File: src/hw/game_pkg.sv
// Video subsystem shared types
package game_pkg;

    // Clocks from sdram_addr to data_read
    localparam int SDRAM_LATENCY = 2;

    // Cen cycles from raster position to char pixel
    localparam int PIXEL_DELAY = 8;

    typedef struct packed {
        logic [8:0] h;
        logic [8:0] v;
        logic       lhbl;   // High while h is visible
        logic       lvbl;   // High while v is visible
        logic       hs;
        logic       vs;
        logic       hinit;  // Line start
    } raster_t;

    typedef enum logic [1:0] {
        SLOT_CHAR,
        SLOT_CPU,
        SLOT_IDLE,
        SLOT_REFRESH
    } rom_slot_e;

    typedef struct packed {
        logic [13:0] addr;  // Word address inside the client region
        logic        cs;
    } rom_req_t;

    typedef struct packed {
        logic [9:0] addr;
        logic [7:0] dout;
        logic       wr;
        logic       rd;
    } cpu_bus_t;

    typedef struct packed {
        logic [3:0] color;
        logic [3:0] pal;
    } pixel_t;

    typedef struct packed {
        logic [3:0] red;
        logic [3:0] green;
        logic [3:0] blue;
    } rgb_t;

    typedef struct packed {
        logic [7:0]  addr;
        logic [11:0] din;   // {red, green, blue}
        logic        we;
    } prom_prog_t;

    // SDRAM slot owner for the low three H bits
    function automatic rom_slot_e slot_of(input logic [2:0] h3);
        case (h3)
            3'd0, 3'd4: return SLOT_CHAR;
            3'd2:       return SLOT_CPU;
            3'd6:       return SLOT_REFRESH;
            default:    return SLOT_IDLE;
        endcase
    endfunction

endpackage

File: src/hw/color_mixer.sv
`timescale 1ns/1ps
// Palette and colour output
module color_mixer (
    input  logic                 clk,
    input  logic                 rst_n,
    input  logic                 cen,
    input  logic                 rst_game,
    input  game_pkg::raster_t    raster,
    input  game_pkg::pixel_t     pixel,
    input  game_pkg::prom_prog_t prog,
    output game_pkg::rgb_t       rgb
);

    localparam int DLY = game_pkg::PIXEL_DELAY;

    game_pkg::rgb_t prom [256];
    game_pkg::rgb_t entry;
    logic [DLY-1:0] lhbl_dly;
    logic [DLY-1:0] lvbl_dly;
    logic           visible;

    always_ff @(posedge clk) begin
        if (prog.we) prom[prog.addr] <= game_pkg::rgb_t'(prog.din);
    end

    assign entry = prom[{pixel.pal, pixel.color}];

    // Blanking delayed to line up with the char pixel
    assign visible = lhbl_dly[DLY-1] && lvbl_dly[DLY-1];

    always_ff @(posedge clk or negedge rst_n) begin
        if (!rst_n) begin
            lhbl_dly <= '0;
            lvbl_dly <= '0;
            rgb      <= '0;
        end else if (cen) begin
            lhbl_dly <= {lhbl_dly[DLY-2:0], raster.lhbl};
            lvbl_dly <= {lvbl_dly[DLY-2:0], raster.lvbl};
            if (rst_game || !visible) begin
                rgb <= '0;
            end else begin
                rgb <= entry;  // One extra count after the pixel
            end
        end
    end

endmodule

File: config.mk
export PLATFORM = sky130hd
export DESIGN_NAME = color_mixer
export DESIGN_NICKNAME = d
export VERILOG_FILES = /design/src/hw/game_pkg.sv /design/src/hw/color_mixer.sv
export SDC_FILE = /design/constraint.sdc
export NUM_CORES = 2
export LEC_CHECK = 0
export BUFFER_PORTS_ARGS = -buffer_cell sky130_fd_sc_hd__buf_2
export CORE_ASPECT_RATIO = 0.9
export CORE_MARGIN = 1.5
export CORE_UTILIZATION = 60
export CTS_CLUSTER_DIAMETER = 50
export DETAILED_ROUTE_END_ITERATION = 8
export PLACE_DENSITY = 0.76
export SLEW_MARGIN = 40
export SYNTH_ARGS = -nofsm -noshare
export SYNTH_HDL_FRONTEND = slang
export SYNTH_SLANG_ARGS = --single-unit
export TNS_END_PERCENT = 20
File: constraint.sdc
create_clock -name clk -period 3.6 [get_ports clk]
set_clock_uncertainty 0.1 [all_clocks]
set_input_delay 0.18 -clock clk [delete_from_list [all_inputs] [get_ports clk]]
set_output_delay 0.18 -clock clk [all_outputs]
set_load 0.02 [all_outputs]
==> results.json <==
{
  "nNetsFinal": 6381,
  "vdd_drop_max_uv": 570,
  "synthArstFlopShare_pct": 0.903,
  "slew_headroom_pct": 40.9,
  "worst_setup_path_start_kind": "input pin",
  "synth_fp_nets": 5721,
  "drv_cap": 0,
  "first_global_vias": 62600,
  "intPower_mw": 59.3,
  "core_area_um2": 198000,
  "rows": 155,
  "p_leak_nw": 44.6,
  "die_h_um": 427,
  "grt_pass1_wl_um": 447000,
  "ff2ff_setup_slack_ns": 0.41,
  "synth_largest_area_cell": "edfxtp_1",
  "path_delay_family": "buffers and inverters",
  "synth.avg_cell_area_um2": 21.2,
  "wl_per_cell_um": 34.1,
  "cp.buffers_inverters": 5,
  "area_delta_synth_final_pct": 14.6,
  "crit_start": "pixel[7]",
  "p_comb_share_pct": 5.6,
  "crit_slowest_cell": "a211oi_1",
  "synthFlopType": "edfxtp_1",
  "place_hpwl_um": 184000,
  "worstSetupPathType": "input pin to register",
  "clockRootBuffer": "clkbuf_16",
  "outcome": "finished, violations left",
  "ys_types": 55,
  "regArea_um2": 92900,
  "multi_input_area_um2": 25100,
  "crit_chain": "dlygate4sd3_1 > buf_2 > buf_4 > nand2_1 > buf_4 > a211oi_1 > or4_1 > nand4_1 > o41ai_1 > dlygate4sd3_1",
  "yosys_warnings": 0,
  "dr.pass1.iters": 6,
  "cts_buffers": 306,
  "port_buffers": 46,
  "r2r_cells": 8,
  "finalPower_mw": 75.1,
  "whs_ns": 0.130,
  "rsz0062_at_grt": "no",
  "power_frac_clock_pct": 41.4,
  "r2r-end": "rgb[4]$_DFFE_PN0P_",
  "postRouteAntennaNets": 0,
  "switching_share_pct": 21.0,
  "grt.total_usage_pct": 31.2,
  "final_common_cell": "edfxtp_1",
  "vias": 63800,
  "drc_errors": 0,
  "drv_slew": 0,
  "power_density_nw_per_um2": 547,
  "num_io_pins": 68,
  "layout_common_cells": "edfxtp_1, mux4_2, buf_4, mux2i_1, clkbuf_16",
  "grt.overflow.total": 0,
  "cts_buffer_depth": 4,
  "drive_gt1_share_pct": 26.8,
  "drt-initial-drc-count": 10100,
  "final-hold-violation-count": 0,
  "worstPathRequired_ns": 4.36,
  "max_freq_ghz": 0.277,
  "gp_congestion": 0.920,
  "worstPathMaxFanout": 11,
  "antenna_found_initial": 19,
  "post_cts_buffers": 0,
  "hold_path.class": "input pin to register",
  "power.share.sequential_pct": 53.1,
  "ys_seq_elements": 3100,
  "fin_crit_sh_pct": 100,
  "die_area_um2": 202000,
  "netlist_area_um2": 120000,
  "tritoncts": "done",
  "cp.depth": 10,
  "fillers": 11500,
  "end_kind": "register",
  "grt_max_degree": 135,
  "clock_sinks": 3100,
  "switching_power_mw": 15.8,
  "totalWireLength_um": 315000,
  "synth_edf_count": 3072,
  "die_w_um": 474,
  "critPathArrivalTime_ns": 4.37,
  "synth_seq_area_share_pct": 77.5,
  "setup_viol": 1,
  "synth_top_area_share_pct": 77.0,
  "path_clk_slew_ns": 0.06,
  "endpoint": "rgb[0]$_DFFE_PN0P_",
  "start_util_pct": 60.4,
  "max_stage_delay_ns": 0.74,
  "routed_via_density": 6.93,
  "worstSkewPairLatency_ns": 0.94,
  "tightest_slew_ns": 0.878,
  "synth_area_leaders": "edfxtp_1, mux4_2, mux2i_1",
  "r2r_start": "lhbl_dly[7]$_DFFE_PN0P_",
  "syn_inst": 5665,
  "h-tree-depth": 5,
  "period_minus_slack_ns": 3.61,
  "setup_ws_ns": -0.0138,
  "violations": "negative setup slack"
}
-- state kept, by name, summed over array words and instances (netlist names) --
name / count
lvbl_dly: 8
lhbl_dly: 8
rgb: 12
prom: 3072
-- routing by layer --
layer	up-vias	global-route usage, %	wire length (µm)
met5	-	0	89
met4	14	13.9	16200
met3	867	7.11	37700
met2	4898	48.1	148000
met1	33000	43.4	113000
li1	25100	-	-
-- through the flow --
step                      cell area (µm²)  TNS [ns]  utilization (%)  setup slack (ns)  cells
after floorplan                    120000         0                -             0.977   5665
after global placement             127000         0             64.1            0.0426   8640
after detailed placement           127000         0             64.1            0.0232   8641
after CTS                          137000         0             69.1             0.238   9201
after global routing               137000         0             69.2             0.133   9211
final                              137000   -0.0138             69.2           -0.0138   9214
-- worst min-delay path, stage by stage --
cell     delay (ns)
buf_6          0.26
a21oi_1        0.14
nor2_1         0.19
buf_4          0.19
o41ai_1        0.09
-- cells in the mapped netlist, types with 2 or more instances --
cell type and number:
and3_1 12, or2_2 2, o211ai_1 2, buf_4 51, nor3_1 47, a221o_1 6
nor4_1 17, mux2_2 31, a32o_1 2, a2111oi_2 2, o31ai_1 2, o221ai_1 156
nand2b_1 8, dfrtp_1 28, or3_1 3, a221oi_1 11, a211oi_1 24, a22oi_1 32
o41ai_1 2, or4_1 4, clkbuf_1 170, a2bb2oi_1 6, nor3b_1 2, buf_6 37
o21a_1 2, o22ai_1 88, and2_1 4, buf_1 24, nand3_1 38, a311oi_1 2
mux2i_1 386, o31a_1 6, nor2b_1 26, nand2_1 121, o22a_1 2, buf_2 61
inv_1 4, nor2_1 289, a31oi_1 27, mux4_2 636, o21ai_0 63, nand4_1 18
a21oi_1 128, edfxtp_1 3072
-- area by class of cell --
| cell class | count | area share, % |
|---|---|---|
| tap | 2669 | 2.43 |
| antenna | 6 | 0.0109 |
| timing repair buffer | 696 | 4.63 |
| clock buffer | 373 | 5.91 |
| clock inverter | 149 | 1.04 |
| sequential | 3100 | 67.7 |
| multi-input combinational | 2216 | 18.3 |
| inverter | 5 | 0.0210 |
-- power groups by stage --
| stage | Clock (mW) | Sequential (mW) | Combinational (mW) |
|---|---|---|---|
| floorplan | 0 | 40.6 | 2.03 |
| global placement | 0 | 40.6 | 3.89 |
| detailed placement | 0 | 40.6 | 3.99 |
| CTS | 31.3 | 39.9 | 4.10 |
| global route | 32.6 | 39.8 | 4.31 |
| finish | 31.1 | 39.9 | 4.17 |
-- timing repair --
action,CTS,global route
hold buffers,38,0
hold endpoints to repair,1855,0
gates resized for setup,0,0
-- worst min path at each step --
stage,depth (start not counted),slack (ns),startpoint,to
floorplan,0,-0.22,rst_n,lhbl_dly[0]$_DFFE_PN0P_
global placement,1,0.20,rst_n,lhbl_dly[0]$_DFFE_PN0P_
detailed placement,1,0.21,rst_n,lhbl_dly[2]$_DFFE_PN0P_
CTS,5,0.03,pixel[0],rgb[1]$_DFFE_PN0P_
global route,5,0.07,pixel[0],rgb[1]$_DFFE_PN0P_
finish,5,0.13,pixel[0],rgb[1]$_DFFE_PN0P_
-- cells by family (layout without fill, tap and decap cells) --
group	after synthesis	after routing	synth area share [%]
flip-flops	3100	3100	77.5
multiplexers	1053	1053	15.5
AND/OR/NAND/NOR	593	593	2.16
AO/OA/AOI/OAI	570	570	3.28
buffers and inverters	349	1223	1.56
other	0	6	0
Note: power is estimated with default switching activity, not from simulation.
