File: src/hw/game_pkg.sv
// Video subsystem shared types
package game_pkg;

    // Clocks from sdram_addr to data_read
    localparam int SDRAM_LATENCY = 2;

    // Cen cycles from raster position to char pixel
    localparam int PIXEL_DELAY = 8;

    typedef struct packed {
        logic [8:0] h;
        logic [8:0] v;
        logic       lhbl;   // High while h is visible
        logic       lvbl;   // High while v is visible
        logic       hs;
        logic       vs;
        logic       hinit;  // Line start
    } raster_t;

    typedef enum logic [1:0] {
        SLOT_CHAR,
        SLOT_CPU,
        SLOT_IDLE,
        SLOT_REFRESH
    } rom_slot_e;

    typedef struct packed {
        logic [13:0] addr;  // Word address inside the client region
        logic        cs;
    } rom_req_t;

    typedef struct packed {
        logic [9:0] addr;
        logic [7:0] dout;
        logic       wr;
        logic       rd;
    } cpu_bus_t;

    typedef struct packed {
        logic [3:0] color;
        logic [3:0] pal;
    } pixel_t;

    typedef struct packed {
        logic [3:0] red;
        logic [3:0] green;
        logic [3:0] blue;
    } rgb_t;

    typedef struct packed {
        logic [7:0]  addr;
        logic [11:0] din;   // {red, green, blue}
        logic        we;
    } prom_prog_t;

    // SDRAM slot owner for the low three H bits
    function automatic rom_slot_e slot_of(input logic [2:0] h3);
        case (h3)
            3'd0, 3'd4: return SLOT_CHAR;
            3'd2:       return SLOT_CPU;
            3'd6:       return SLOT_REFRESH;
            default:    return SLOT_IDLE;
        endcase
    endfunction

endpackage

File: src/hw/rom_slot_arbiter.sv
`timescale 1ns/1ps
// SDRAM slot arbiter
module rom_slot_arbiter #(
    parameter logic [21:0] CHAR_OFFSET = 22'h0B000,
    parameter logic [21:0] CPU_OFFSET  = 22'h00000
) (
    input  logic               clk,
    input  logic               rst_n,
    input  logic               cen,
    input  game_pkg::raster_t  raster,
    input  game_pkg::rom_req_t char_req,
    input  game_pkg::rom_req_t cpu_req,
    input  logic               downloading,
    input  logic [15:0]        data_read,
    output logic [15:0]        char_data,
    output logic [15:0]        cpu_rom_data,
    output logic [21:0]        sdram_addr,
    output logic               autorefresh,
    output logic               rom_ready,
    output logic               rst_game
);

    localparam int LAT = game_pkg::SDRAM_LATENCY;

    game_pkg::rom_slot_e slot;
    game_pkg::rom_slot_e issue_tag;     // Owner of a freshly issued sdram_addr
    game_pkg::rom_slot_e tag_sr [LAT];  // Reads in flight
    logic                rst_aux;

    assign slot        = game_pkg::slot_of(raster.h[2:0]);
    assign autorefresh = rom_ready && slot == game_pkg::SLOT_REFRESH;

    always_ff @(posedge clk or negedge rst_n) begin
        if (!rst_n) begin
            sdram_addr <= '0;
            issue_tag  <= game_pkg::SLOT_IDLE;
            for (int i = 0; i < LAT; i++) begin
                tag_sr[i] <= game_pkg::SLOT_IDLE;
            end
        end else begin
            issue_tag <= game_pkg::SLOT_IDLE;
            if (cen && rom_ready) begin
                case (slot)
                    game_pkg::SLOT_CHAR: begin
                        if (char_req.cs) begin
                            sdram_addr <= CHAR_OFFSET + 22'(char_req.addr);
                            issue_tag  <= game_pkg::SLOT_CHAR;
                        end
                    end
                    game_pkg::SLOT_CPU: begin
                        if (cpu_req.cs) begin
                            sdram_addr <= CPU_OFFSET + 22'(cpu_req.addr);
                            issue_tag  <= game_pkg::SLOT_CPU;
                        end
                    end
                    default: ;  // Refresh and idle slots issue nothing
                endcase
            end
            tag_sr[0] <= issue_tag;
            for (int i = 1; i < LAT; i++) begin
                tag_sr[i] <= tag_sr[i-1];
            end
        end
    end

    // Data returns LAT clocks after the new address appears
    always_ff @(posedge clk or negedge rst_n) begin
        if (!rst_n) begin
            char_data    <= '0;
            cpu_rom_data <= '0;
        end else begin
            if (tag_sr[LAT-1] == game_pkg::SLOT_CHAR) char_data <= data_read;
            if (tag_sr[LAT-1] == game_pkg::SLOT_CPU) cpu_rom_data <= data_read;
        end
    end

    // ROM ready once the download is over
    always_ff @(posedge clk or negedge rst_n) begin
        if (!rst_n) begin
            rom_ready <= 1'b0;
        end else if (!downloading) begin
            rom_ready <= 1'b1;
        end
    end

    // Game held in reset until ready and two clocks past the download
    always_ff @(posedge clk or negedge rst_n) begin
        if (!rst_n) begin
            {rst_game, rst_aux} <= 2'b11;
        end else if (!rom_ready) begin
            {rst_game, rst_aux} <= 2'b11;
        end else begin
            {rst_game, rst_aux} <= {rst_aux, downloading};
        end
    end

endmodule

File: config.mk
export PLATFORM = sky130hd
export DESIGN_NAME = rom_slot_arbiter
export DESIGN_NICKNAME = d
export VERILOG_FILES = /design/src/hw/game_pkg.sv /design/src/hw/rom_slot_arbiter.sv
export SDC_FILE = /design/constraint.sdc
export NUM_CORES = 1
export LEC_CHECK = 0
export BUFFER_PORTS_ARGS = -buffer_cell sky130_fd_sc_hd__buf_2
export CORE_MARGIN = 4
export CORE_UTILIZATION = 49
export CTS_BUF_LIST = sky130_fd_sc_hd__clkbuf_4
export DETAILED_ROUTE_END_ITERATION = 6
export MAX_ROUTING_LAYER = met4
export PLACE_DENSITY = 0.95
export SLEW_MARGIN = 10
export SYNTH_ARGS = -nofsm -noshare
export SYNTH_HDL_FRONTEND = slang
export SYNTH_SLANG_ARGS = --single-unit
File: constraint.sdc
create_clock -name clk -period 2.52 [get_ports clk]
set_input_delay 0.252 -clock clk [delete_from_list [all_inputs] [get_ports clk]]
set_output_delay 0.252 -clock clk [all_outputs]
set_load 0.01 [all_outputs]
==> results of run 1 <==
## power groups by stage
stage          sequential [mW]  clock [mW]  combinational [mW]
2_1_floorplan             1.22           0               0.190
3_3_place_gp              1.14           0               0.481
3_5_place_dp              1.15           0               0.496
4_1_cts                   1.13       0.647               0.498
5_1_grt                   1.16       0.692               0.535
6_report                  1.13       0.622               0.489
## repair_timing
action                    4_1_cts  5_1_grt
hold buffers                    1        0
hold endpoints to repair       52        0
buffers inserted                0        0
## worst reg2reg max path, stage by stage (launching register included)
cell      delay [ps]
dfstp_2          540
nand2b_1         630
mux2_2           420
## cell usage after synthesis
master / number
buf_4: 6
mux2i_1: 4
inv_1: 6
mux2_2: 52
mux2_4: 6
conb_1: 1
nor2_1: 2
clkbuf_1: 1
buf_2: 2
and2_2: 1
dfstp_2: 5
buf_6: 2
and4b_2: 1
a211oi_4: 1
ha_1: 1
dfrtp_1: 52
nor3b_4: 1
nand2b_1: 5
nand2_1: 1
nand3b_4: 1
## final timing paths
path | from | end | slack (ps) | depth (start not counted)
worst max-delay path | tag_sr[1] | cpu_rom_data[4] | 820 | 2
min in group asynchronous | rst_n | rom_ready | 420 | 3
worst max register to register | tag_sr[1] | cpu_rom_data[4] | 820 | 2
max in group asynchronous | rst_n | tag_sr[3] | 1720 | 3
worst min register to register | tag_sr[3] | tag_sr[1] | 360 | 0
worst min-delay path | downloading | rom_ready | 40 | 2
## placed cells by master, fill, tap and decap left out
cell,synthesis,layout
dfstp_2,5,5
dfrtp_1,52,52
bufinv_16,0,1
conb_1,1,6
clkinv_2,0,2
a211oi_4,1,1
nor3b_4,1,1
nand3b_4,1,1
ha_1,1,1
mux2_2,52,52
and4b_2,1,1
clkinv_1,0,1
clkbuf_4,0,10
nand2b_1,5,5
and2_2,1,1
mux2i_1,4,4
dlygate4sd3_1,0,1
buf_4,6,5
mux2_4,6,6
inv_1,6,6
nor2_1,2,2
nand2_1,1,1
clkinvlp_4,0,2
buf_2,2,103
## per-layer routing
layer	part of all wire	global-route usage	routed length [µm]
met5	0	-	0
met4	0.011	0.06940	51
met3	0.072	0.04060	328
met2	0.50	0.2842	2279
met1	0.42	0.1989	1912
## registers in the layout, summed over array words and instances (netlist names)
name	count
rst_aux	1
rst_game	1
cpu_rom_data	16
char_data	16
rom_ready	1
tag_sr	4
sdram_addr	16
issue_tag	2
## metrics by stage
step	power (mW)	hold slack (ps)	setup slack [ps]
after floorplan	1.406	-43.59	974.2
after global placement	1.621	264.2	713.5
after detailed placement	1.645	277.3	661.7
after CTS	2.279	19.07	799.2
after global routing	2.383	28.32	722.9
final	2.243	43.08	818.2
## logic make-up (layout without fill, tap and decap cells)
logic type / after synthesis / in the layout / synth area share
compound gates: 1 / 1 / 0.008382
fa+ha+maj: 1 / 1 / 0.005238
buf+inv: 17 / 131 / 0.04347
flops: 57 / 57 / 0.5998
mux: 62 / 62 / 0.2996
other cells: 1 / 6 / 0.001570
simple gates: 12 / 12 / 0.04191
## area by class of cell
type                       instances  area (µm²)  share of cell area
multi-input combinational         82       870.8              0.2803
clock buffer                      10       75.07             0.02416
timing repair buffer             109       563.0              0.1812
tap                               67       83.83             0.02698
sequential                        57        1433              0.4611
clock inverter                     6       58.81             0.01893
inverter                           6       22.52            0.007249
==> reports/results.txt, run 1 <==
Final nets: 339
Clock tree buffer depth: 2
Worst Setup End Kind: flip-flop
Final setup TNS: 0 ps
First-pass GRT wire length: 7.769 mm
Setup Skew: 11.78 ps
Post-route insts no fill: 337
Final setup fails: 0
Slew headroom: 0.4637
Dpl cell area: 2963 µm²
Logic gate share of total power: 0.218
Static leakage: 1.530 nW
Placed Cells incl. Taps: 320
Finished Cell Area: 3107 µm²
GRT Overall Usage: 0.1708
Max stage delay on crit path: 630 ps
Net Sw Frac: 0.2715
Slowest-stage cell, CP: nand2b_1
CTS clock-pin slew for the worst setup and hold paths: 100 ps
CTS tree: built
Cell accounting for the most synthesized area: dfrtp_1
I/O pin cnt: 130
Hold Path Class: in -> reg
Antenna Nets Post-Route: 0
Area delta synth->final: 30.07%
Die Footprint: 6056 µm²
Core Area: 4723 µm²
# clock sinks: 57
Critical Path Fanout Max: 16
Final period util: 0.6753
RSZ-0062 raised after global routing: false
#FFs+latches synth: 57
Synth top area share: 0.5448
CP arrival: 1950 ps
CP Class: reg -> reg
Util after Layout: 0.6577
P_int: 1.634 mW
Seq/Total Area, Yosys: 0.5998
Layout cells sized above 1: 0.7074
Grt ovf: 0
Clock share of power: 0.277
Clock Latency Late Sink: 370 ps
Startpoint Class: flip-flop
Synth Instances: 151
Maximum VDD drop: 461.3 µV
Vias per std cell: 4.685
Syn Std Cell Area: 2389 µm²
CP required: 2770 ps
H-tree Lvls: 3
Routed length per instance: 13.57 µm
Switching pwr: 0.6090 mW
Total CTS buffers: 9
Fillers: 352
Crit path cell chain: nand2b_1 > mux2_2
Total wire length: 4.572 mm
Vias in the first global route: 1716
Worst-Margin Slew: 804.4 ps
Synth top area cells: dfrtp_1, mux2_2, dfstp_2, mux2_4, buf_4
Status: finished clean
Num rows: 25
DRC errors left: 0
Clock root buffer: clkbuf_4
1st-pass router iterations: 4
Top delay family on crit path: simple AND/OR/NAND/NOR gates
Via count: 1579
RD Place Congestion: 0.7076
Initial antenna violation count: 0
ANT cells: 0
Initial Util: 0.5057
Slew Limit Fails: 0
Mean Syn Cell Area: 15.82 µm²
Period minus WS final: 1702 ps
Buffers on Ports: 103
Post-synth cell types: 20
Resize count post-CTS: 0
Max frequency: 587.6 MHz
Buffer and inverter count on the worst path: 0
Post-DP HPWL: 3.478 mm
Cell Pwr Density: 722.1 nW/µm²
Final Hold Violating Endpoints: 0
Flop pwr share: 0.504
Largest net degree at the start of global routing: 34
Die Y: 77.82 µm
1st-iter DRT viols: 54
Synth Warn #: 0
Width of the die: 77.82 µm
Max-Cap Viols: 0
Note: power is estimated with default switching activity, not from simulation.
==> inputs of run 2 (changes only) <==
CORE_UTILIZATION = 41   (was 49)
PLACE_DENSITY = 0.86   (was 0.95)
clock period = 1.55 ns   (was 2.52 ns; I/O delays follow)
==> run 2 against run 1 <==
  * Flip-flop and latch count unchanged
  * Non-clock buffer count is 21 higher
  * Die area increased by 17%
  * Cell area is 7.3% higher
  * Via count grew 6.0%
  * Total power increased by 63%
  * Register-to-register slack got worse by 600 ps
  * Worst setup slack worse by 700 ps
  * Global-route usage shrank 2.6 points
  * Sequential share of layout area decreased by 3.1 points
  * Hold slack gained 29 ps
  * First-iteration DRC count down 56%
==> reports/results.txt, run 2 (same netlist as run 1, synthesis figures left out) <==
Worst Setup SP: rom_ready
P_int: 2.667 mW (+63%)
Final setup TNS: 0 ps (unchanged)
Finished Cell Area: 3333 µm² (+7.3%)
Buffers on Ports: 103 (unchanged)
Hold Crit Start: cpu_req[13]
1st-pass router iterations: 2 (-2)
Fillers: 444 (+26%)
CTS clock-pin slew for the worst setup and hold paths: 90 ps (about the same)
Clock tree buffer depth: 2 (unchanged)
Die Y: 84.33 µm (+8.4%)
CTS tree: built
Grt ovf: 0 (unchanged)
Maximum VDD drop: 596.7 µV (+29%)
Logic gate share of total power: 0.227 (+0.009)
Routed length per instance: 13.39 µm (-1.3%)
First-pass GRT wire length: 7.783 mm (+0.18%)
Period minus WS final: 1428 ps
CP arrival: 1270 ps (-680 ps)
Final nets: 360 (+6.2%)
Top delay family on crit path: flip-flops
Core Area: 5574 µm² (+18%)
1st-iter DRT viols: 24 (-56%)
Vias per std cell: 4.609 (-1.6%)
Antenna Nets Post-Route: 0 (unchanged)
Static leakage: 1.628 nW (+6.4%)
CP Class: reg -> out
I/O pin cnt: 130 (unchanged)
Clock share of power: 0.272 (-0.005)
Setup Skew: 6.724 ps (-5.056 ps)
DRC errors left: 0 (unchanged)
Most frequent cells in the layout: buf_2, mux2_2, dfrtp_1
Buffer and inverter count on the worst path: 2 (+2)
Hold Path Class: in -> reg
Final Hold Violating Endpoints: 0 (unchanged)
Vias in the first global route: 1737 (+1.2%)
Total wire length: 4.859 mm (+6.3%)
Final setup fails: 0 (unchanged)
Commonest non-fill, non-tap cell in the layout: buf_2
Total CTS buffers: 9 (unchanged)
Max-Cap Viols: 0 (unchanged)
Startpoint Class: flip-flop
CP required: 1390 ps (-1380 ps)
Worst Setup End Kind: output port
Initial antenna violation count: 0 (unchanged)
Num rows: 27 (+8.0%)
Slew Limit Fails: 0 (unchanged)
RD Place Congestion: 0.7697 (+8.8%)
RSZ-0062 raised after global routing: false
GRT Overall Usage: 0.1446 (-0.02618)
Initial Util: 0.4285 (-0.07719)
Crit path cell chain: buf_4 > and4b_2 > buf_2
Largest net degree at the start of global routing: 24 (-29%)
Width of the die: 84.33 µm (+8.4%)
Clock root buffer: clkbuf_4
Die Footprint: 7111 µm² (+17%)
Layout cells sized above 1: 0.6701 (-0.03730)
Max stage delay on crit path: 400 ps (-230 ps)
Flop pwr share: 0.501 (-0.003)
Clock Latency Late Sink: 380 ps (about the same)
ANT cells: 0 (unchanged)
Post-DP HPWL: 3.524 mm (+1.3%)
Largest regs: char_data: 16 flops, cpu_rom_data: 16 flops, sdram_addr: 16 flops
Cell Pwr Density: 1100 nW/µm² (+52%)
Status: finished clean
Switching pwr: 0.9996 mW (+64%)
Resize count post-CTS: 0 (unchanged)
Final period util: 0.9216
Via count: 1673 (+6.0%)
Critical Path Fanout Max: 5 (-11)
Area delta synth->final: 39.55%
Slowest-stage cell, CP: dfrtp_1
R2R Path Start: tag_sr[1]
# clock sinks: 57 (unchanged)
H-tree Lvls: 3 (unchanged)
Max frequency: 700.0 MHz
Net Sw Frac: 0.2726 (+0.001177)
Dpl cell area: 3024 µm² (+2.1%)
[run 2: what timing repair did]
| item | CTS | global route |
|---|---|---|
| hold buffers | 14 | 4 |
| setup buffers | 0 | 0 |
| hold endpoints to repair | 38 | 7 |
| setup endpoints to repair | 0 | 0 |
[run 2: through the flow]
| step | util | hold WS (ps) | power, mW | instances | setup WS [ps] |
|---|---|---|---|---|---|
| after floorplan | - | -140.6 | 2.286 | 156 | 4.190 |
| after global placement | 0.5425 | 147.9 | 2.648 | 329 | 115.4 |
| after detailed placement | 0.5425 | 155.8 | 2.680 | 329 | 118.1 |
| after CTS | 0.5908 | 1.516 | 3.734 | 359 | 80.32 |
| after global routing | 0.5980 | 35.14 | 3.901 | 363 | 18.27 |
| final | 0.5980 | 72.00 | 3.667 | 363 | 121.5 |
[run 2: cell type report]
class | count | area (µm²) | share of cell area
tap | 72 | 90.09 | 0.02703
sequential | 57 | 1433 | 0.4298
timing repair buffer | 130 | 788.3 | 0.2365
clock buffer | 9 | 67.56 | 0.02027
inverter | 6 | 22.52 | 0.006757
multi-input combinational | 82 | 870.8 | 0.2613
clock inverter | 7 | 61.31 | 0.01839
[run 2: final timing paths]
kind,to,slack (ps),depth (start not counted)
max,autorefresh,120,3
min,sdram_addr[12],70,3
max reg2reg,cpu_rom_data[4],220,3
min reg2reg,tag_sr[2],350,0
max in group asynchronous,cpu_rom_data[0],650,3
min in group asynchronous,sdram_addr[2],280,2
[run 2: routing by layer]
layer / global-route usage / up-vias / routed length (µm)
met2: 0.2296 / 72 / 2366
met5: - / - / 0
met1: 0.1653 / 812 / 1990
li1: - / 784 / -
met3: 0.06084 / 5 / 454
met4: 0.04825 / 0 / 48
[run 2: worst reg2reg max path, cell delays in order (launching register included)]
cell and delay [ps]:
dfstp_2 540, nand2b_1 120, buf_4 210, mux2_2 360
[run 2: power groups by stage]
| stage | registers [mW] | clock network, mW | logic (mW) |
|---|---|---|---|
| 3_5_place_dp | 1.86 | 0 | 0.816 |
| 2_1_floorplan | 1.98 | 0 | 0.309 |
| 5_1_grt | 1.87 | 1.12 | 0.912 |
| 3_3_place_gp | 1.85 | 0 | 0.795 |
| 4_1_cts | 1.84 | 1.05 | 0.841 |
| 6_report | 1.84 | 0.997 | 0.832 |
==> inputs of run 3 (changes only) <==
REMOVE_ABC_BUFFERS = 1   (was unset)
==> run 3 against run 2 <==
  * Clock power about the same
  * Fmax down 0.71%
  * Flip-flop and latch count unchanged
  * Global-route usage up 0.85 points
  * Hold slack got worse by 49 ps
  * Wire length increased by 3.7%
  * Largest cell class unchanged
==> reports/results.txt, run 3 (same netlist as run 1, synthesis figures left out) <==
Status: finished clean
Routed length per instance: 14.15 µm (+5.7%)
RD Place Congestion: 0.7523 (-2.3%)
Final Hold Violating Endpoints: 0 (unchanged)
Final nets: 353 (-1.9%)
# clock sinks: 57 (unchanged)
Period minus WS final: 1439 ps (+10.18 ps)
Slowest-stage cell, CP: dfrtp_1
Clock tree buffer depth: 2 (unchanged)
Slew Limit Fails: 0 (unchanged)
Static leakage: 1.607 nW (-1.3%)
Layout cells sized above 1: 0.6620 (-0.008131)
DRC errors left: 0 (unchanged)
Cell Pwr Density: 1118 nW/µm² (+1.6%)
Vias in the first global route: 1751 (+0.81%)
Setup bufs post-CTS: 0 (unchanged)
Util after Layout: 0.5926 (-0.005387)
1st-pass router iterations: 4 (+2)
Initial antenna violation count: 0 (unchanged)
Clock root buffer: clkbuf_4
Startpoint Class: flip-flop
Maximum VDD drop: 627.6 µV (+5.2%)
Hold Path Class: in -> reg
Via count: 1658 (-0.90%)
Post-DP HPWL: 3.702 mm (+5.1%)
Initial Util: 0.4285 (unchanged)
GRT Overall Usage: 0.1531 (+0.008511)
Final period util: 0.9282 (+0.006566)
ANT cells: 0 (unchanged)
Worst Setup End Kind: flip-flop
Hold buffers post-CTS: 14 (unchanged)
Final setup fails: 0 (unchanged)
Most frequent cells in the layout: buf_2, mux2_2, dfrtp_1
I/O pin cnt: 130 (unchanged)
First-pass GRT wire length: 8.355 mm (+7.3%)
Total CTS buffers: 9 (unchanged)
H-tree Lvls: 3 (unchanged)
CP arrival: 1700 ps (+430 ps)
Buffers on Ports: 103 (unchanged)
Max-Cap Viols: 0 (unchanged)
Setup Skew: 17.43 ps (+10.71 ps)
Largest net degree at the start of global routing: 29 (+21%)
Width of the die: 84.33 µm (unchanged)
Grt ovf: 0 (unchanged)
RSZ-0062 raised after global routing: false
CP required: 1810 ps (+420 ps)
Largest regs: char_data: 16 flops, cpu_rom_data: 16 flops, sdram_addr: 16 flops
Core Area: 5574 µm² (unchanged)
Area delta synth->final: 38.29%
Antenna Nets Post-Route: 0 (unchanged)
Crit path cell chain: nand2_1 > a211oi_4 > buf_12 > mux2_2
Vias per std cell: 4.657 (+1.1%)
Num rows: 27 (unchanged)
Total wire length: 5.037 mm (+3.7%)
Commonest non-fill, non-tap cell in the layout: buf_2
CTS tree: built
Die Footprint: 7111 µm² (unchanged)
CP Class: reg -> reg
Final setup TNS: 0 ps (unchanged)
1st-iter DRT viols: 22 (-8.3%)
CTS clock-pin slew for the worst setup and hold paths: 100 ps (about the same)
Die Y: 84.33 µm (unchanged)
Max frequency: 695.1 MHz (-0.71%)
Critical Path Fanout Max: 18 (+13)
Clock Latency Late Sink: 390 ps (about the same)
Resize count post-CTS: 0 (unchanged)
Max stage delay on crit path: 440 ps (+40 ps)
-- run 3: report_power, final --
part / internal (mW) / total (mW) / leakage (nW) / switching [mW]
registers: 1.72 / 1.84 / 0.663 / 0.118
clock network: 0.485 / 1.01 / 0.0680 / 0.523
logic: 0.466 / 0.841 / 0.876 / 0.375
-- run 3: final cells by class --
class / count / area [µm²]
Fill cell: 463 / 2271
Sequential cell: 57 / 1433
Multi-Input combinational cell: 82 / 870.8
Timing Repair Buffer: 123 / 763.2
Tap cell: 72 / 90.09
Clock buffer: 10 / 75.07
Clock inverter: 6 / 48.80
Inverter: 6 / 22.52
-- run 3: final timing paths --
check	from	end	slack, ps	cells after the start
max in group asynchronous	rst_n	sdram_addr[8]	780	3
min in group asynchronous	rst_n	char_data[6]	220	2
setup reg to reg	rom_ready	sdram_addr[5]	110	4
hold reg to reg	issue_tag[0]	tag_sr[2]	360	0
hold / removal	data_read[9]	cpu_rom_data[9]	20	2
setup / recovery	rom_ready	sdram_addr[5]	110	4
-- run 3: metrics by stage --
stage / std cells / area, µm² / power (mW) / worst slack, ps / hold WS, ps
after floorplan: 145 / 2326 / 2.270 / -145.2 / -140.6
after global placement: 326 / 3039 / 2.655 / 126.8 / 85.85
after detailed placement: 326 / 3039 / 2.697 / 100.5 / 97.42
after CTS: 356 / 3303 / 3.735 / 101.4 / 0.7914
after global routing: 356 / 3303 / 3.898 / 17.59 / 2.176
final: 356 / 3303 / 3.692 / 111.3 / 23.06
-- run 3: worst max-delay path, delay by kind of cell (launching register included) --
| kind | cells | cell delay [ps] |
|---|---|---|
| AND/OR/NAND/NOR | 1 | 110 |
| AO/OA/AOI/OAI | 1 | 210 |
| buffers and inverters | 1 | 200 |
| flip-flops | 1 | 440 |
| multiplexers | 1 | 350 |
-- run 3: layer usage --
metal  track usage  vias up  routed length (µm)  share of wire
li1              -      766                   -              -
met1        0.1898      793                2121           0.42
met2        0.2253       89                2273           0.45
met3       0.05103       10                 538           0.11
met4       0.07310        0                 104          0.021
met5             -        -                   0              0
