$ cat src/hw/game_pkg.sv
// Video subsystem shared types
package game_pkg;

    // Clocks from sdram_addr to data_read
    localparam int SDRAM_LATENCY = 2;

    // Cen cycles from raster position to char pixel
    localparam int PIXEL_DELAY = 8;

    typedef struct packed {
        logic [8:0] h;
        logic [8:0] v;
        logic       lhbl;   // High while h is visible
        logic       lvbl;   // High while v is visible
        logic       hs;
        logic       vs;
        logic       hinit;  // Line start
    } raster_t;

    typedef enum logic [1:0] {
        SLOT_CHAR,
        SLOT_CPU,
        SLOT_IDLE,
        SLOT_REFRESH
    } rom_slot_e;

    typedef struct packed {
        logic [13:0] addr;  // Word address inside the client region
        logic        cs;
    } rom_req_t;

    typedef struct packed {
        logic [9:0] addr;
        logic [7:0] dout;
        logic       wr;
        logic       rd;
    } cpu_bus_t;

    typedef struct packed {
        logic [3:0] color;
        logic [3:0] pal;
    } pixel_t;

    typedef struct packed {
        logic [3:0] red;
        logic [3:0] green;
        logic [3:0] blue;
    } rgb_t;

    typedef struct packed {
        logic [7:0]  addr;
        logic [11:0] din;   // {red, green, blue}
        logic        we;
    } prom_prog_t;

    // SDRAM slot owner for the low three H bits
    function automatic rom_slot_e slot_of(input logic [2:0] h3);
        case (h3)
            3'd0, 3'd4: return SLOT_CHAR;
            3'd2:       return SLOT_CPU;
            3'd6:       return SLOT_REFRESH;
            default:    return SLOT_IDLE;
        endcase
    endfunction

endpackage

$ cat src/hw/video_timer.sv
`timescale 1ns/1ps
// Raster timing generator
module video_timer #(
    parameter int H_TOTAL   = 64,
    parameter int H_VISIBLE = 48,
    parameter int V_TOTAL   = 24,
    parameter int V_VISIBLE = 16
) (
    input  logic              clk,
    input  logic              rst_n,
    input  logic              cen,
    output game_pkg::raster_t raster
);

    logic [8:0] h_nxt;
    logic [8:0] v_nxt;
    logic       h_wrap;

    assign h_wrap = raster.h == 9'(H_TOTAL - 1);

    // Next beam position, flags below are derived from it
    always_comb begin
        h_nxt = raster.h + 9'd1;
        v_nxt = raster.v;
        if (h_wrap) begin
            h_nxt = '0;
            if (raster.v == 9'(V_TOTAL - 1)) begin
                v_nxt = '0;
            end else begin
                v_nxt = raster.v + 9'd1;
            end
        end
    end

    always_ff @(posedge clk or negedge rst_n) begin
        if (!rst_n) begin
            raster.h     <= '0;
            raster.v     <= '0;
            raster.lhbl  <= 1'b1;
            raster.lvbl  <= 1'b1;
            raster.hs    <= 1'b0;
            raster.vs    <= 1'b0;
            raster.hinit <= 1'b0;
        end else if (cen) begin
            raster.h     <= h_nxt;
            raster.v     <= v_nxt;
            raster.lhbl  <= h_nxt < 9'(H_VISIBLE);
            raster.lvbl  <= v_nxt < 9'(V_VISIBLE);
            // Four counts of sync, starting four after the visible area
            raster.hs    <= h_nxt >= 9'(H_VISIBLE + 4) && h_nxt < 9'(H_VISIBLE + 8);
            raster.vs    <= v_nxt == 9'(V_VISIBLE + 2) || v_nxt == 9'(V_VISIBLE + 3);
            raster.hinit <= h_nxt == 9'd0;  // Held for the whole h = 0 count
        end
    end

endmodule

$ cat config.mk
export PLATFORM = sky130hd
export DESIGN_NAME = video_timer
export DESIGN_NICKNAME = d
export VERILOG_FILES = /design/src/hw/game_pkg.sv /design/src/hw/video_timer.sv
export SDC_FILE = /design/constraint.sdc
export NUM_CORES = 1
export LEC_CHECK = 0
export ABC_CLOCK_PERIOD_IN_PS = 7540
export BUFFER_PORTS_ARGS = -buffer_cell sky130_fd_sc_hd__buf_2
export CAP_MARGIN = 20
export CORE_MARGIN = 5
export CORE_UTILIZATION = 55
export DETAILED_ROUTE_END_ITERATION = 8
export MAX_ROUTING_LAYER = met4
export PLACE_DENSITY = 0.9
export SLEW_MARGIN = 20
export SYNTH_ARGS = -nofsm -noshare
export SYNTH_HDL_FRONTEND = slang
export SYNTH_SLANG_ARGS = --single-unit
$ cat constraint.sdc
create_clock -name clk -period 7.54 [get_ports clk]
set_input_delay 0.754 -clock clk [delete_from_list [all_inputs] [get_ports clk]]
set_output_delay 0.754 -clock clk [all_outputs]
set_load 0.05 [all_outputs]
==> run_summary.xml, run 1 <==
<?xml version="1.0" encoding="UTF-8"?>
<metrics>
  <group name="job">
    <metric name="cap_viol_max_count" unit="">0</metric>
  </group>
  <group name="final_layout">
    <metric name="final_area" unit="sq um">1620</metric>
    <metric name="final.fill_count" unit="">219</metric>
    <metric name="most_frequent_standard_cell_in_the_layout_excluding_fill_and_tap_cells" unit="">buf_2</metric>
    <metric name="multi_input_gate_area_in_the_final_layout" unit="sq um">831</metric>
    <metric name="final_cells" unit="">217</metric>
    <metric name="nets" unit="">193</metric>
    <metric name="drive_gt1_share" unit="%">18.7</metric>
    <metric name="n_antenna_cell" unit="">0</metric>
    <metric name="max_flop_register" unit="">raster</metric>
    <metric name="reg.largest.list" unit="">raster (23)</metric>
    <metric name="layout_common_cells" unit="">buf_2 (25), dfrtp_1 (21), nand2_1 (17)</metric>
    <metric name="max_reg_flops" unit="">23</metric>
    <metric name="area_delta_synth_final" unit="%">9.17</metric>
    <metric name="ff_latch_area" unit="sq um">578</metric>
  </group>
  <group name="clock_tree">
    <metric name="ctsResizeCount" unit="">0</metric>
    <metric name="cts.htree.levels" unit="">1</metric>
    <metric name="clk_pin_slew" unit="ps">130</metric>
    <metric name="cts.hold.buffers_added" unit="">0</metric>
    <metric name="numCtsBuffers" unit="">3</metric>
    <metric name="numClockSinks" unit="">23</metric>
    <metric name="ctsLongestPathBuffers" unit="">2</metric>
    <metric name="post-cts-setup-buffers" unit="">0</metric>
    <metric name="cts.root.buffer_cell" unit="">clkbuf_4</metric>
    <metric name="worst_skew_pair.late_latency" unit="ps">310</metric>
    <metric name="clock_tree_from_tritoncts" unit="">built</metric>
  </group>
  <group name="timing">
    <metric name="report.final.setup_viol" unit="">0</metric>
    <metric name="rsz0062_at_grt" unit="">no</metric>
    <metric name="finalClockSkew" unit="ps">4.09</metric>
    <metric name="worst_slew_pin_slew" unit="ps">641</metric>
    <metric name="slew_violations" unit="">0</metric>
    <metric name="finalSetupTns" unit="ps">0</metric>
    <metric name="hold_slack" unit="ps">389</metric>
    <metric name="layout_worst_path_cycle_share" unit="%">34.4</metric>
    <metric name="finalCriticalPeriod" unit="ps">2600</metric>
    <metric name="relSlewSlack" unit="%">56.9</metric>
    <metric name="fmax" unit="GHz">0.385</metric>
    <metric name="final-hold-violation-count" unit="">0</metric>
  </group>
  <group name="die">
    <metric name="i_o_pin_total" unit="">26</metric>
    <metric name="design.die.area" unit="sq um">3850</metric>
    <metric name="die_h" unit="microns">62.0</metric>
    <metric name="placeableCoreArea" unit="sq um">2520</metric>
    <metric name="floorplan.die.width" unit="microns">62.0</metric>
    <metric name="initial_utilization" unit="%">59.0</metric>
    <metric name="num_rows" unit="">18</metric>
  </group>
  <group name="setup_path">
    <metric name="timing.reg2reg.setup_slack" unit="ps">4940</metric>
    <metric name="timing.critical_path.slowest_stage_cell" unit="">or3_1</metric>
    <metric name="timing.rr.start" unit="">raster[15]</metric>
    <metric name="max_stage_delay" unit="ps">530</metric>
    <metric name="r2r-end" unit="">raster[13]</metric>
    <metric name="worst-endpoint-arrival" unit="ps">2860</metric>
    <metric name="worst_ep_required_time" unit="ps">7800</metric>
    <metric name="crit_path_cell_trace" unit="">ha_1 &gt; nand3_1 &gt; or3_1 &gt; or3_1 &gt; or4_1 &gt; nand2_1</metric>
    <metric name="timing.reg2reg.worst_path_depth" unit="">6</metric>
    <metric name="critical_path_class" unit="">reg -&gt; reg</metric>
    <metric name="worst_setup_path_end_kind" unit="">flop</metric>
    <metric name="start_kind" unit="">flop</metric>
    <metric name="critical_path.max_fanout" unit="">8</metric>
    <metric name="critical_path.most_common_cell" unit="">or3_1</metric>
  </group>
  <group name="power_and_ir_drop">
    <metric name="power.static_leakage" unit="nW">0.655</metric>
    <metric name="net-switching-power" unit="mW">0.203</metric>
    <metric name="ir_drop" unit="mV">0.200</metric>
    <metric name="switching_share_of_power" unit="%">48.1</metric>
    <metric name="p_int" unit="mW">0.219</metric>
    <metric name="power" unit="mW">0.421</metric>
    <metric name="sequentialPowerShare" unit="%">44.0</metric>
    <metric name="power_density_relative_to_cell_area" unit="nW/um^2">259</metric>
    <metric name="share_comb_of_total_power" unit="%">42.2</metric>
    <metric name="clock_group_share_of_total_power" unit="%">13.7</metric>
  </group>
  <group name="global_routing">
    <metric name="via_count_of_the_first_global_routing_pass" unit="">1346</metric>
    <metric name="wire_length_of_the_first_global_routing_pass" unit="microns">6150</metric>
    <metric name="globalRouteOverflowTotal" unit="">0</metric>
    <metric name="pin_count_of_the_biggest_net_entering_global_routing" unit="">24</metric>
    <metric name="global_route.usage.total" unit="%">21.8</metric>
    <metric name="number_of_antenna_violations_at_the_first_check_in_global_routing" unit="">0</metric>
  </group>
  <group name="logic_synthesis">
    <metric name="syn_area" unit="sq um">1490</metric>
    <metric name="synth_nets" unit="">176</metric>
    <metric name="number_of_synthesized_register_bits" unit="">23</metric>
    <metric name="post_synth_inst_count" unit="">171</metric>
    <metric name="seq_area_frac_synth" unit="%">38.9</metric>
    <metric name="synthesis.yosys.warnings" unit="">0</metric>
    <metric name="synthesis.area_per_instance" unit="sq um">8.70</metric>
    <metric name="synthDistinctLibCells" unit="">45</metric>
  </group>
  <group name="detailed_routing">
    <metric name="wirelength" unit="microns">3560</metric>
    <metric name="drt.antenna.violating_nets" unit="">0</metric>
    <metric name="routed_wire_length_per_instance" unit="microns">16.4</metric>
    <metric name="num_vias" unit="">1418</metric>
    <metric name="detailedRoute.firstIterationViolations" unit="">75</metric>
    <metric name="avgViaCountPerCell" unit="">6.53</metric>
    <metric name="first_pass_iteration_count_of_the_detailed_router" unit="">5</metric>
    <metric name="post-route-drc-count" unit="">0</metric>
  </group>
  <group name="placed_design">
    <metric name="place.detailed.hpwl" unit="microns">2630</metric>
    <metric name="placedCellCount" unit="">213</metric>
    <metric name="globalplace.congestion" unit="">0.927</metric>
    <metric name="port_buffers" unit="">25</metric>
    <metric name="placed_area" unit="sq um">1600</metric>
  </group>
  <group name="outcome">
    <metric name="run_status" unit="">finished, final reports clean</metric>
  </group>
  <group name="hold_path">
    <metric name="timing.hold.worst.class" unit="">in -&gt; async</metric>
  </group>
</metrics>
metrics by stage:
step | util, % | setup slack, ps
after floorplan | - | 4790
after global placement | 63.3 | 5030
after detailed placement | 63.3 | 4980
after CTS | 64.4 | 4950
after global routing | 64.4 | 4750
final | 64.4 | 4940
layout make-up:
type                            instances  share of cell area, %
Clock buffer                            4                   1.62
Inverter                                7                   1.62
Multi-Input combinational cell        128                   51.2
Sequential cell                        23                   35.6
Tap cell                               30                   2.31
Timing Repair Buffer                   25                   7.70
cell usage after synthesis:
library cell | n | area, sq um
o31ai_1 | 2 | 15.0
nor4bb_1 | 1 | 10.0
nand4bb_1 | 1 | 11.3
mux2i_1 | 1 | 10.0
o2bb2ai_1 | 1 | 8.76
buf_1 | 1 | 3.75
nand4b_1 | 1 | 8.76
and3_1 | 4 | 25.0
or4_1 | 3 | 22.5
nand2_1 | 17 | 63.8
dfstp_2 | 2 | 52.6
nand3_1 | 15 | 75.1
a21o_1 | 3 | 22.5
dfrtp_1 | 21 | 526
nor2_1 | 5 | 18.8
o21a_1 | 1 | 7.51
a21oi_1 | 4 | 20.0
a22o_1 | 1 | 8.76
o32ai_1 | 3 | 26.3
nor3_1 | 5 | 25.0
mux2_2 | 3 | 33.8
nor4_1 | 5 | 31.3
buf_2 | 3 | 15.0
nand2b_1 | 2 | 12.5
a31oi_1 | 2 | 12.5
a221o_1 | 1 | 10.0
nor2b_1 | 1 | 6.26
nand4_1 | 5 | 31.3
nor4b_1 | 2 | 17.5
nand3b_1 | 1 | 7.51
or3_1 | 4 | 25.0
and2_1 | 1 | 6.26
or4b_1 | 1 | 10.0
o211ai_1 | 1 | 7.51
o32ai_2 | 1 | 16.3
inv_1 | 7 | 26.3
a2bb2oi_1 | 1 | 8.76
xor2_1 | 2 | 17.5
xnor2_1 | 11 | 96.3
clkbuf_1 | 9 | 33.8
a32oi_1 | 1 | 8.76
o22ai_1 | 1 | 6.26
ha_1 | 2 | 25.0
o21ai_0 | 11 | 55.1
or2_2 | 1 | 6.26
critical path: cells and delay by family, from the launching register on:
family	cells	cell delay [ps]
adder cells (fa/ha/maj)	1	330
flip-flops	1	430
AND/OR/NAND/NOR	5	1780
per-layer routing:
layer	share of wire, %	global-route usage [%]	vias up
li1	-	-	668
met1	41	27.4	669
met2	50	35.9	72
met3	6.8	2.69	9
met4	2.0	7.58	0
met5	0	-	-
how the worst max path moves through the flow:
stage          startpoint          to  slack (ps)  depth (start not counted)
2_1_floorplan  raster[15]  raster[13]        4790                          8
3_3_place_gp          cen   raster[1]        5030                          6
3_5_place_dp          cen   raster[1]        4980                          6
4_1_cts        raster[15]  raster[13]        4950                          6
5_1_grt        raster[15]  raster[13]        4750                          6
6_report       raster[15]  raster[13]        4940                          6
power groups by stage:
stage / sequential (mW) / clock, mW / combinational [mW]
final: 0.186 / 0.0578 / 0.178
after global routing: 0.191 / 0.0650 / 0.192
after CTS: 0.185 / 0.0601 / 0.179
after detailed placement: 0.187 / 0 / 0.178
after global placement: 0.185 / 0 / 0.177
after floorplan: 0.237 / 0 / 0.0886
cells by family (layout without fill, tap and decap cells):
family                     Yosys count  after routing  synth area share, %
adders and majority gates            2              2                 1.68
DFF                                 23             23                 38.9
AOI/OAI and AO/OA                   34             34                 15.7
muxes                                4              4                 2.94
xor gates and xnor gates            13             13                 7.65
buffers and inverters               20             36                 5.30
and+or+nand+nor                     75             75                 27.8
Power figures use the tool's default switching activity.
==> run 2: changes to the inputs <==
- ABC_CLOCK_PERIOD_IN_PS: 7540 -> 2500
- clock period: 7.54 -> 2.5 ns (I/O delays scaled with it)
==> run_summary.xml, run 2 (synthesis results as in run 1) <==
<?xml version="1.0" encoding="UTF-8"?>
<metrics>
  <group name="clock_tree">
    <metric name="clock_tree_from_tritoncts" unit="">built</metric>
    <metric name="post-cts-setup-buffers" unit="">0</metric>
    <metric name="worst_skew_pair.late_latency" unit="ps">310</metric>
    <metric name="clk_pin_slew" unit="ps">130</metric>
    <metric name="numClockSinks" unit="">23</metric>
    <metric name="numCtsBuffers" unit="">3</metric>
    <metric name="cts.root.buffer_cell" unit="">clkbuf_4</metric>
    <metric name="cts.htree.levels" unit="">1</metric>
    <metric name="ctsLongestPathBuffers" unit="">2</metric>
  </group>
  <group name="global_routing">
    <metric name="wire_length_of_the_first_global_routing_pass" unit="microns">6130</metric>
    <metric name="global_route.usage.total" unit="%">22.1</metric>
    <metric name="number_of_antenna_violations_at_the_first_check_in_global_routing" unit="">0</metric>
    <metric name="globalRouteOverflowTotal" unit="">0</metric>
    <metric name="pin_count_of_the_biggest_net_entering_global_routing" unit="">24</metric>
    <metric name="via_count_of_the_first_global_routing_pass" unit="">1389</metric>
  </group>
  <group name="timing">
    <metric name="report.final.setup_viol" unit="">0</metric>
    <metric name="final-hold-violation-count" unit="">0</metric>
    <metric name="hold_slack" unit="ps">379</metric>
    <metric name="rsz0062_at_grt" unit="">no</metric>
    <metric name="relSlewSlack" unit="%">65.7</metric>
    <metric name="finalClockSkew" unit="ps">11.4</metric>
    <metric name="fmax" unit="GHz">0.437</metric>
    <metric name="worst_slew_pin_slew" unit="ps">507</metric>
    <metric name="slew_violations" unit="">0</metric>
    <metric name="finalSetupTns" unit="ps">0</metric>
    <metric name="finalCriticalPeriod" unit="ps">2290</metric>
    <metric name="layout_worst_path_cycle_share" unit="%">91.6</metric>
  </group>
  <group name="detailed_routing">
    <metric name="routed_wire_length_per_instance" unit="microns">16.5</metric>
    <metric name="first_pass_iteration_count_of_the_detailed_router" unit="">9</metric>
    <metric name="drt.antenna.violating_nets" unit="">0</metric>
    <metric name="num_vias" unit="">1469</metric>
    <metric name="avgViaCountPerCell" unit="">6.53</metric>
    <metric name="wirelength" unit="microns">3710</metric>
    <metric name="detailedRoute.firstIterationViolations" unit="">100</metric>
    <metric name="post-route-drc-count" unit="">0</metric>
  </group>
  <group name="die">
    <metric name="num_rows" unit="">18</metric>
    <metric name="die_h" unit="microns">62.0</metric>
    <metric name="i_o_pin_total" unit="">26</metric>
    <metric name="design.die.area" unit="sq um">3850</metric>
    <metric name="floorplan.die.width" unit="microns">62.0</metric>
    <metric name="initial_utilization" unit="%">59.0</metric>
    <metric name="placeableCoreArea" unit="sq um">2520</metric>
  </group>
  <group name="final_layout">
    <metric name="reg.largest.list" unit="">raster (23)</metric>
    <metric name="most_frequent_standard_cell_in_the_layout_excluding_fill_and_tap_cells" unit="">buf_2</metric>
    <metric name="max_reg_flops" unit="">23</metric>
    <metric name="layout_common_cells" unit="">buf_2 (25), nand2_1 (17), nand3_1 (15)</metric>
    <metric name="max_flop_register" unit="">raster</metric>
    <metric name="nets" unit="">201</metric>
    <metric name="n_antenna_cell" unit="">0</metric>
    <metric name="final_area" unit="sq um">1700</metric>
    <metric name="area_delta_synth_final" unit="%">14.0</metric>
    <metric name="drive_gt1_share" unit="%">25.1</metric>
    <metric name="final_cells" unit="">225</metric>
    <metric name="final_core_utilization" unit="%">67.2</metric>
  </group>
  <group name="setup_path">
    <metric name="critical_path_class" unit="">reg -&gt; reg</metric>
    <metric name="critPathLaunch" unit="">raster[15]</metric>
    <metric name="worst-endpoint-arrival" unit="ps">2560</metric>
    <metric name="critical_path.max_fanout" unit="">8</metric>
    <metric name="worst_ep_required_time" unit="ps">2770</metric>
    <metric name="timing.reg2reg.worst_path_depth" unit="">6</metric>
    <metric name="endpoint" unit="">raster[13]</metric>
    <metric name="worst_setup_path_end_kind" unit="">flop</metric>
    <metric name="start_kind" unit="">flop</metric>
    <metric name="r2r-end" unit="">raster[13]</metric>
    <metric name="timing.rr.start" unit="">raster[15]</metric>
    <metric name="timing.reg2reg.setup_slack" unit="ps">210</metric>
  </group>
  <group name="placed_design">
    <metric name="globalplace.congestion" unit="">1.01</metric>
    <metric name="placed_area" unit="sq um">1660</metric>
    <metric name="place.detailed.hpwl" unit="microns">2780</metric>
    <metric name="placedCellCount" unit="">220</metric>
    <metric name="port_buffers" unit="">25</metric>
  </group>
  <group name="power_and_ir_drop">
    <metric name="ir_drop" unit="mV">0.898</metric>
    <metric name="power.static_leakage" unit="nW">0.684</metric>
    <metric name="power_density_relative_to_cell_area" unit="nW/um^2">765</metric>
  </group>
  <group name="outcome">
    <metric name="run_status" unit="">finished, final reports clean</metric>
  </group>
  <group name="job">
    <metric name="cap_viol_max_count" unit="">0</metric>
  </group>
  <group name="hold_path">
    <metric name="timing.hold.worst.class" unit="">in -&gt; reg</metric>
  </group>
</metrics>
run 2: report_power, final:
| part | total [mW] | switching, mW | internal (mW) |
|---|---|---|---|
| combinational | 0.558 | 0.385 | 0.173 |
| sequential | 0.566 | 0.124 | 0.442 |
| clock | 0.173 | 0.111 | 0.0623 |
| total | 1.30 | 0.619 | 0.677 |
run 2: area by class of cell:
cell class	count	area, sq um
inverters	7	26.3
flip-flops and latches	23	587
multi-input cells	128	831
repair buffers	33	188
well taps	30	37.5
clock buffers	4	26.3
fillers	215	827
run 2: what timing repair did:
item,CTS,global route
resized for setup,0,0
hold buffers,1,0
hold endpoints to repair,21,0
run 2: per-stage QoR:
step	setup WS, ps	power [mW]
floorplan	2.84	0.991
global placement	318	1.11
detailed placement	241	1.13
CTS	211	1.30
global route	64.6	1.38
finish	209	1.30
run 2: critical path, cell delays in order, from the launching register on:
cell	delay, ps
dfrtp_2	420
ha_1	310
nand3_1	150
or3_1	420
or3_1	400
or4_1	480
nand2_1	80
run 2: how the worst min path moves through the flow:
stage	slack [ps]	cells after the start	to	from
finish	380	4	raster[3]	cen
global route	340	4	raster[3]	cen
CTS	360	4	raster[3]	cen
detailed placement	250	1	raster[18]	rst_n
global placement	250	1	raster[18]	rst_n
floorplan	-50	0	raster[0]	rst_n
run 2: layer usage:
layer	global-route usage, %	wire length (microns)	vias to the layer above
met3	3.31	320	14
met2	36.2	1820	97
met4	9.09	92	0
li1	-	-	676
met5	-	0	-
met1	27.0	1480	682
==> run 3: changes to the inputs <==
- CORE_UTILIZATION: 55 -> 25
- PLACE_DENSITY: 0.9 -> 0.53
==> run_summary.xml, run 3 (synthesis results as in run 1) <==
<?xml version="1.0" encoding="UTF-8"?>
<metrics>
  <group name="outcome">
    <metric name="run_status" unit="">finished, final reports clean</metric>
  </group>
  <group name="timing">
    <metric name="finalCriticalPeriod" unit="ps">2310</metric>
    <metric name="final-hold-violation-count" unit="">0</metric>
    <metric name="slew_violations" unit="">0</metric>
    <metric name="hold_slack" unit="ps">411</metric>
    <metric name="finalSetupTns" unit="ps">0</metric>
    <metric name="fmax" unit="GHz">0.434</metric>
    <metric name="layout_worst_path_cycle_share" unit="%">92.2</metric>
    <metric name="report.final.setup_viol" unit="">0</metric>
    <metric name="rsz0062_at_grt" unit="">no</metric>
    <metric name="worst_slew_pin_slew" unit="ps">557</metric>
    <metric name="relSlewSlack" unit="%">62.9</metric>
    <metric name="finalClockSkew" unit="ps">5.38</metric>
  </group>
  <group name="setup_path">
    <metric name="worst-endpoint-arrival" unit="ps">2520</metric>
    <metric name="critical_path.max_fanout" unit="">9</metric>
    <metric name="start_kind" unit="">flop</metric>
    <metric name="crit_path_cell_trace" unit="">or3_1 &gt; or3_1 &gt; or3_1 &gt; or4_1 &gt; nand2_1</metric>
    <metric name="critical_path_class" unit="">reg -&gt; reg</metric>
    <metric name="cpLargestDelayFamily" unit="">simple AND/OR/NAND/NOR gates</metric>
    <metric name="worst_setup_path_end_kind" unit="">flop</metric>
    <metric name="worst_ep_required_time" unit="ps">2710</metric>
    <metric name="max_stage_delay" unit="ps">480</metric>
    <metric name="worst-path-buf-inv" unit="">0</metric>
    <metric name="timing.critical_path.slowest_stage_cell" unit="">or4_1</metric>
    <metric name="critical_path.most_common_cell" unit="">or3_1</metric>
  </group>
  <group name="final_layout">
    <metric name="most_frequent_standard_cell_in_the_layout_excluding_fill_and_tap_cells" unit="">buf_2</metric>
    <metric name="max_flop_register" unit="">raster</metric>
    <metric name="reg.largest.list" unit="">raster (23)</metric>
    <metric name="n_antenna_cell" unit="">0</metric>
    <metric name="layout_common_cells" unit="">buf_2 (25), nand2_1 (17), nand3_1 (15)</metric>
    <metric name="max_reg_flops" unit="">23</metric>
    <metric name="final.fill_count" unit="">627</metric>
    <metric name="area_delta_synth_final" unit="%">21.6</metric>
    <metric name="drive_gt1_share" unit="%">27.5</metric>
    <metric name="nets" unit="">206</metric>
  </group>
  <group name="die">
    <metric name="die_h" unit="microns">87.1</metric>
    <metric name="placeableCoreArea" unit="sq um">5850</metric>
    <metric name="floorplan.die.width" unit="microns">87.1</metric>
    <metric name="i_o_pin_total" unit="">26</metric>
    <metric name="num_rows" unit="">28</metric>
    <metric name="design.die.area" unit="sq um">7590</metric>
    <metric name="initial_utilization" unit="%">25.4</metric>
  </group>
  <group name="detailed_routing">
    <metric name="post-route-drc-count" unit="">0</metric>
    <metric name="avgViaCountPerCell" unit="">5.08</metric>
    <metric name="routed_wire_length_per_instance" unit="microns">15.5</metric>
    <metric name="wirelength" unit="microns">4250</metric>
    <metric name="detailedRoute.firstIterationViolations" unit="">60</metric>
    <metric name="drt.antenna.violating_nets" unit="">0</metric>
    <metric name="first_pass_iteration_count_of_the_detailed_router" unit="">4</metric>
    <metric name="num_vias" unit="">1396</metric>
  </group>
  <group name="placed_design">
    <metric name="port_buffers" unit="">25</metric>
    <metric name="globalplace.congestion" unit="">0.835</metric>
    <metric name="place.detailed.hpwl" unit="microns">3090</metric>
  </group>
  <group name="clock_tree">
    <metric name="numClockSinks" unit="">23</metric>
    <metric name="worst_skew_pair.late_latency" unit="ps">270</metric>
    <metric name="cts.htree.levels" unit="">1</metric>
    <metric name="clk_pin_slew" unit="ps">90</metric>
    <metric name="post-cts-setup-buffers" unit="">0</metric>
    <metric name="numCtsBuffers" unit="">3</metric>
    <metric name="ctsLongestPathBuffers" unit="">2</metric>
    <metric name="cts.root.buffer_cell" unit="">clkbuf_8</metric>
    <metric name="clock_tree_from_tritoncts" unit="">built</metric>
  </group>
  <group name="global_routing">
    <metric name="number_of_antenna_violations_at_the_first_check_in_global_routing" unit="">0</metric>
    <metric name="via_count_of_the_first_global_routing_pass" unit="">1356</metric>
    <metric name="globalRouteOverflowTotal" unit="">0</metric>
    <metric name="wire_length_of_the_first_global_routing_pass" unit="microns">7110</metric>
    <metric name="met1_usage" unit="%">16.0</metric>
    <metric name="grt_busiest_layer" unit="">met2</metric>
    <metric name="pin_count_of_the_biggest_net_entering_global_routing" unit="">24</metric>
    <metric name="global_route.usage.total" unit="%">12.3</metric>
    <metric name="grt_use_met3" unit="%">2.74</metric>
    <metric name="grt.met2_usage" unit="%">19.2</metric>
  </group>
  <group name="power_and_ir_drop">
    <metric name="power.static_leakage" unit="nW">0.718</metric>
    <metric name="ir_drop" unit="mV">0.422</metric>
    <metric name="power_density_relative_to_cell_area" unit="nW/um^2">778</metric>
  </group>
  <group name="hold_path">
    <metric name="timing.hold.worst.class" unit="">in -&gt; reg</metric>
  </group>
  <group name="job">
    <metric name="cap_viol_max_count" unit="">0</metric>
  </group>
</metrics>
## run 3: cell count changes in the layout (fill, tap and decap cells not counted)
cell,previous run,this run
buf_4,7,12
clkbuf_8,0,3
clkinv_2,0,1
clkbuf_1,1,0
clkbuf_4,3,0
## run 3: metrics by stage
stage	setup WS, ps	power (mW)	util [%]	std cells	cell area, sq um
global placement	279	1.16	30.0	270	1750
finish	194	1.41	30.9	275	1810
global route	70.4	1.49	30.9	275	1810
CTS	191	1.42	30.9	275	1810
floorplan	2.84	0.991	-	171	1500
detailed placement	247	1.17	30.0	270	1750
## run 3: worst reg2reg max path, cell delays in order, from the launching register on
cell and delay (ps):
dfrtp_2 460, or3_1 410, or3_1 410, or3_1 410, or4_1 480, nand2_1 90
## run 3: timing repair
item,CTS,global route
hold buffers,1,0
hold endpoints to repair,21,0
gates resized for setup,0,0
## run 3: power breakdown
group	switching [mW]	internal (mW)	leakage, nW
clock	0.136	0.112	0.0255
combinational	0.409	0.195	0.414
sequential	0.113	0.442	0.279
total	0.659	0.749	0.718
## run 3: worst paths after layout
kind / from / end / slack [ps] / cells after the start
min in group asynchronous: rst_n / raster[16] / 480 / 2
max: raster[20] / raster[13] / 190 / 5
max in group asynchronous: rst_n / raster[22] / 1610 / 2
max reg2reg: raster[20] / raster[13] / 190 / 5
min: cen / raster[3] / 410 / 4
min reg2reg: raster[3] / raster[3] / 480 / 1
## run 3: area by class of cell
class	count	area (sq um)	area share [%]
repair buffers	38	225	12.4
clock buffers	3	41.3	2.28
multi-input cells	128	831	45.9
well taps	75	93.8	5.19
clock inverters	1	5.00	0.277
flip-flops and latches	23	587	32.4
inverters	7	26.3	1.45
## run 3: routing by layer
| layer | wire length (microns) | up-vias | share of wire, % |
|---|---|---|---|
| met4 | 53 | 0 | 1.2 |
| met3 | 211 | 6 | 5.0 |
| met1 | 1970 | 667 | 46 |
| met2 | 2020 | 34 | 47 |
| li1 | - | 689 | - |
| met5 | 0 | - | 0 |
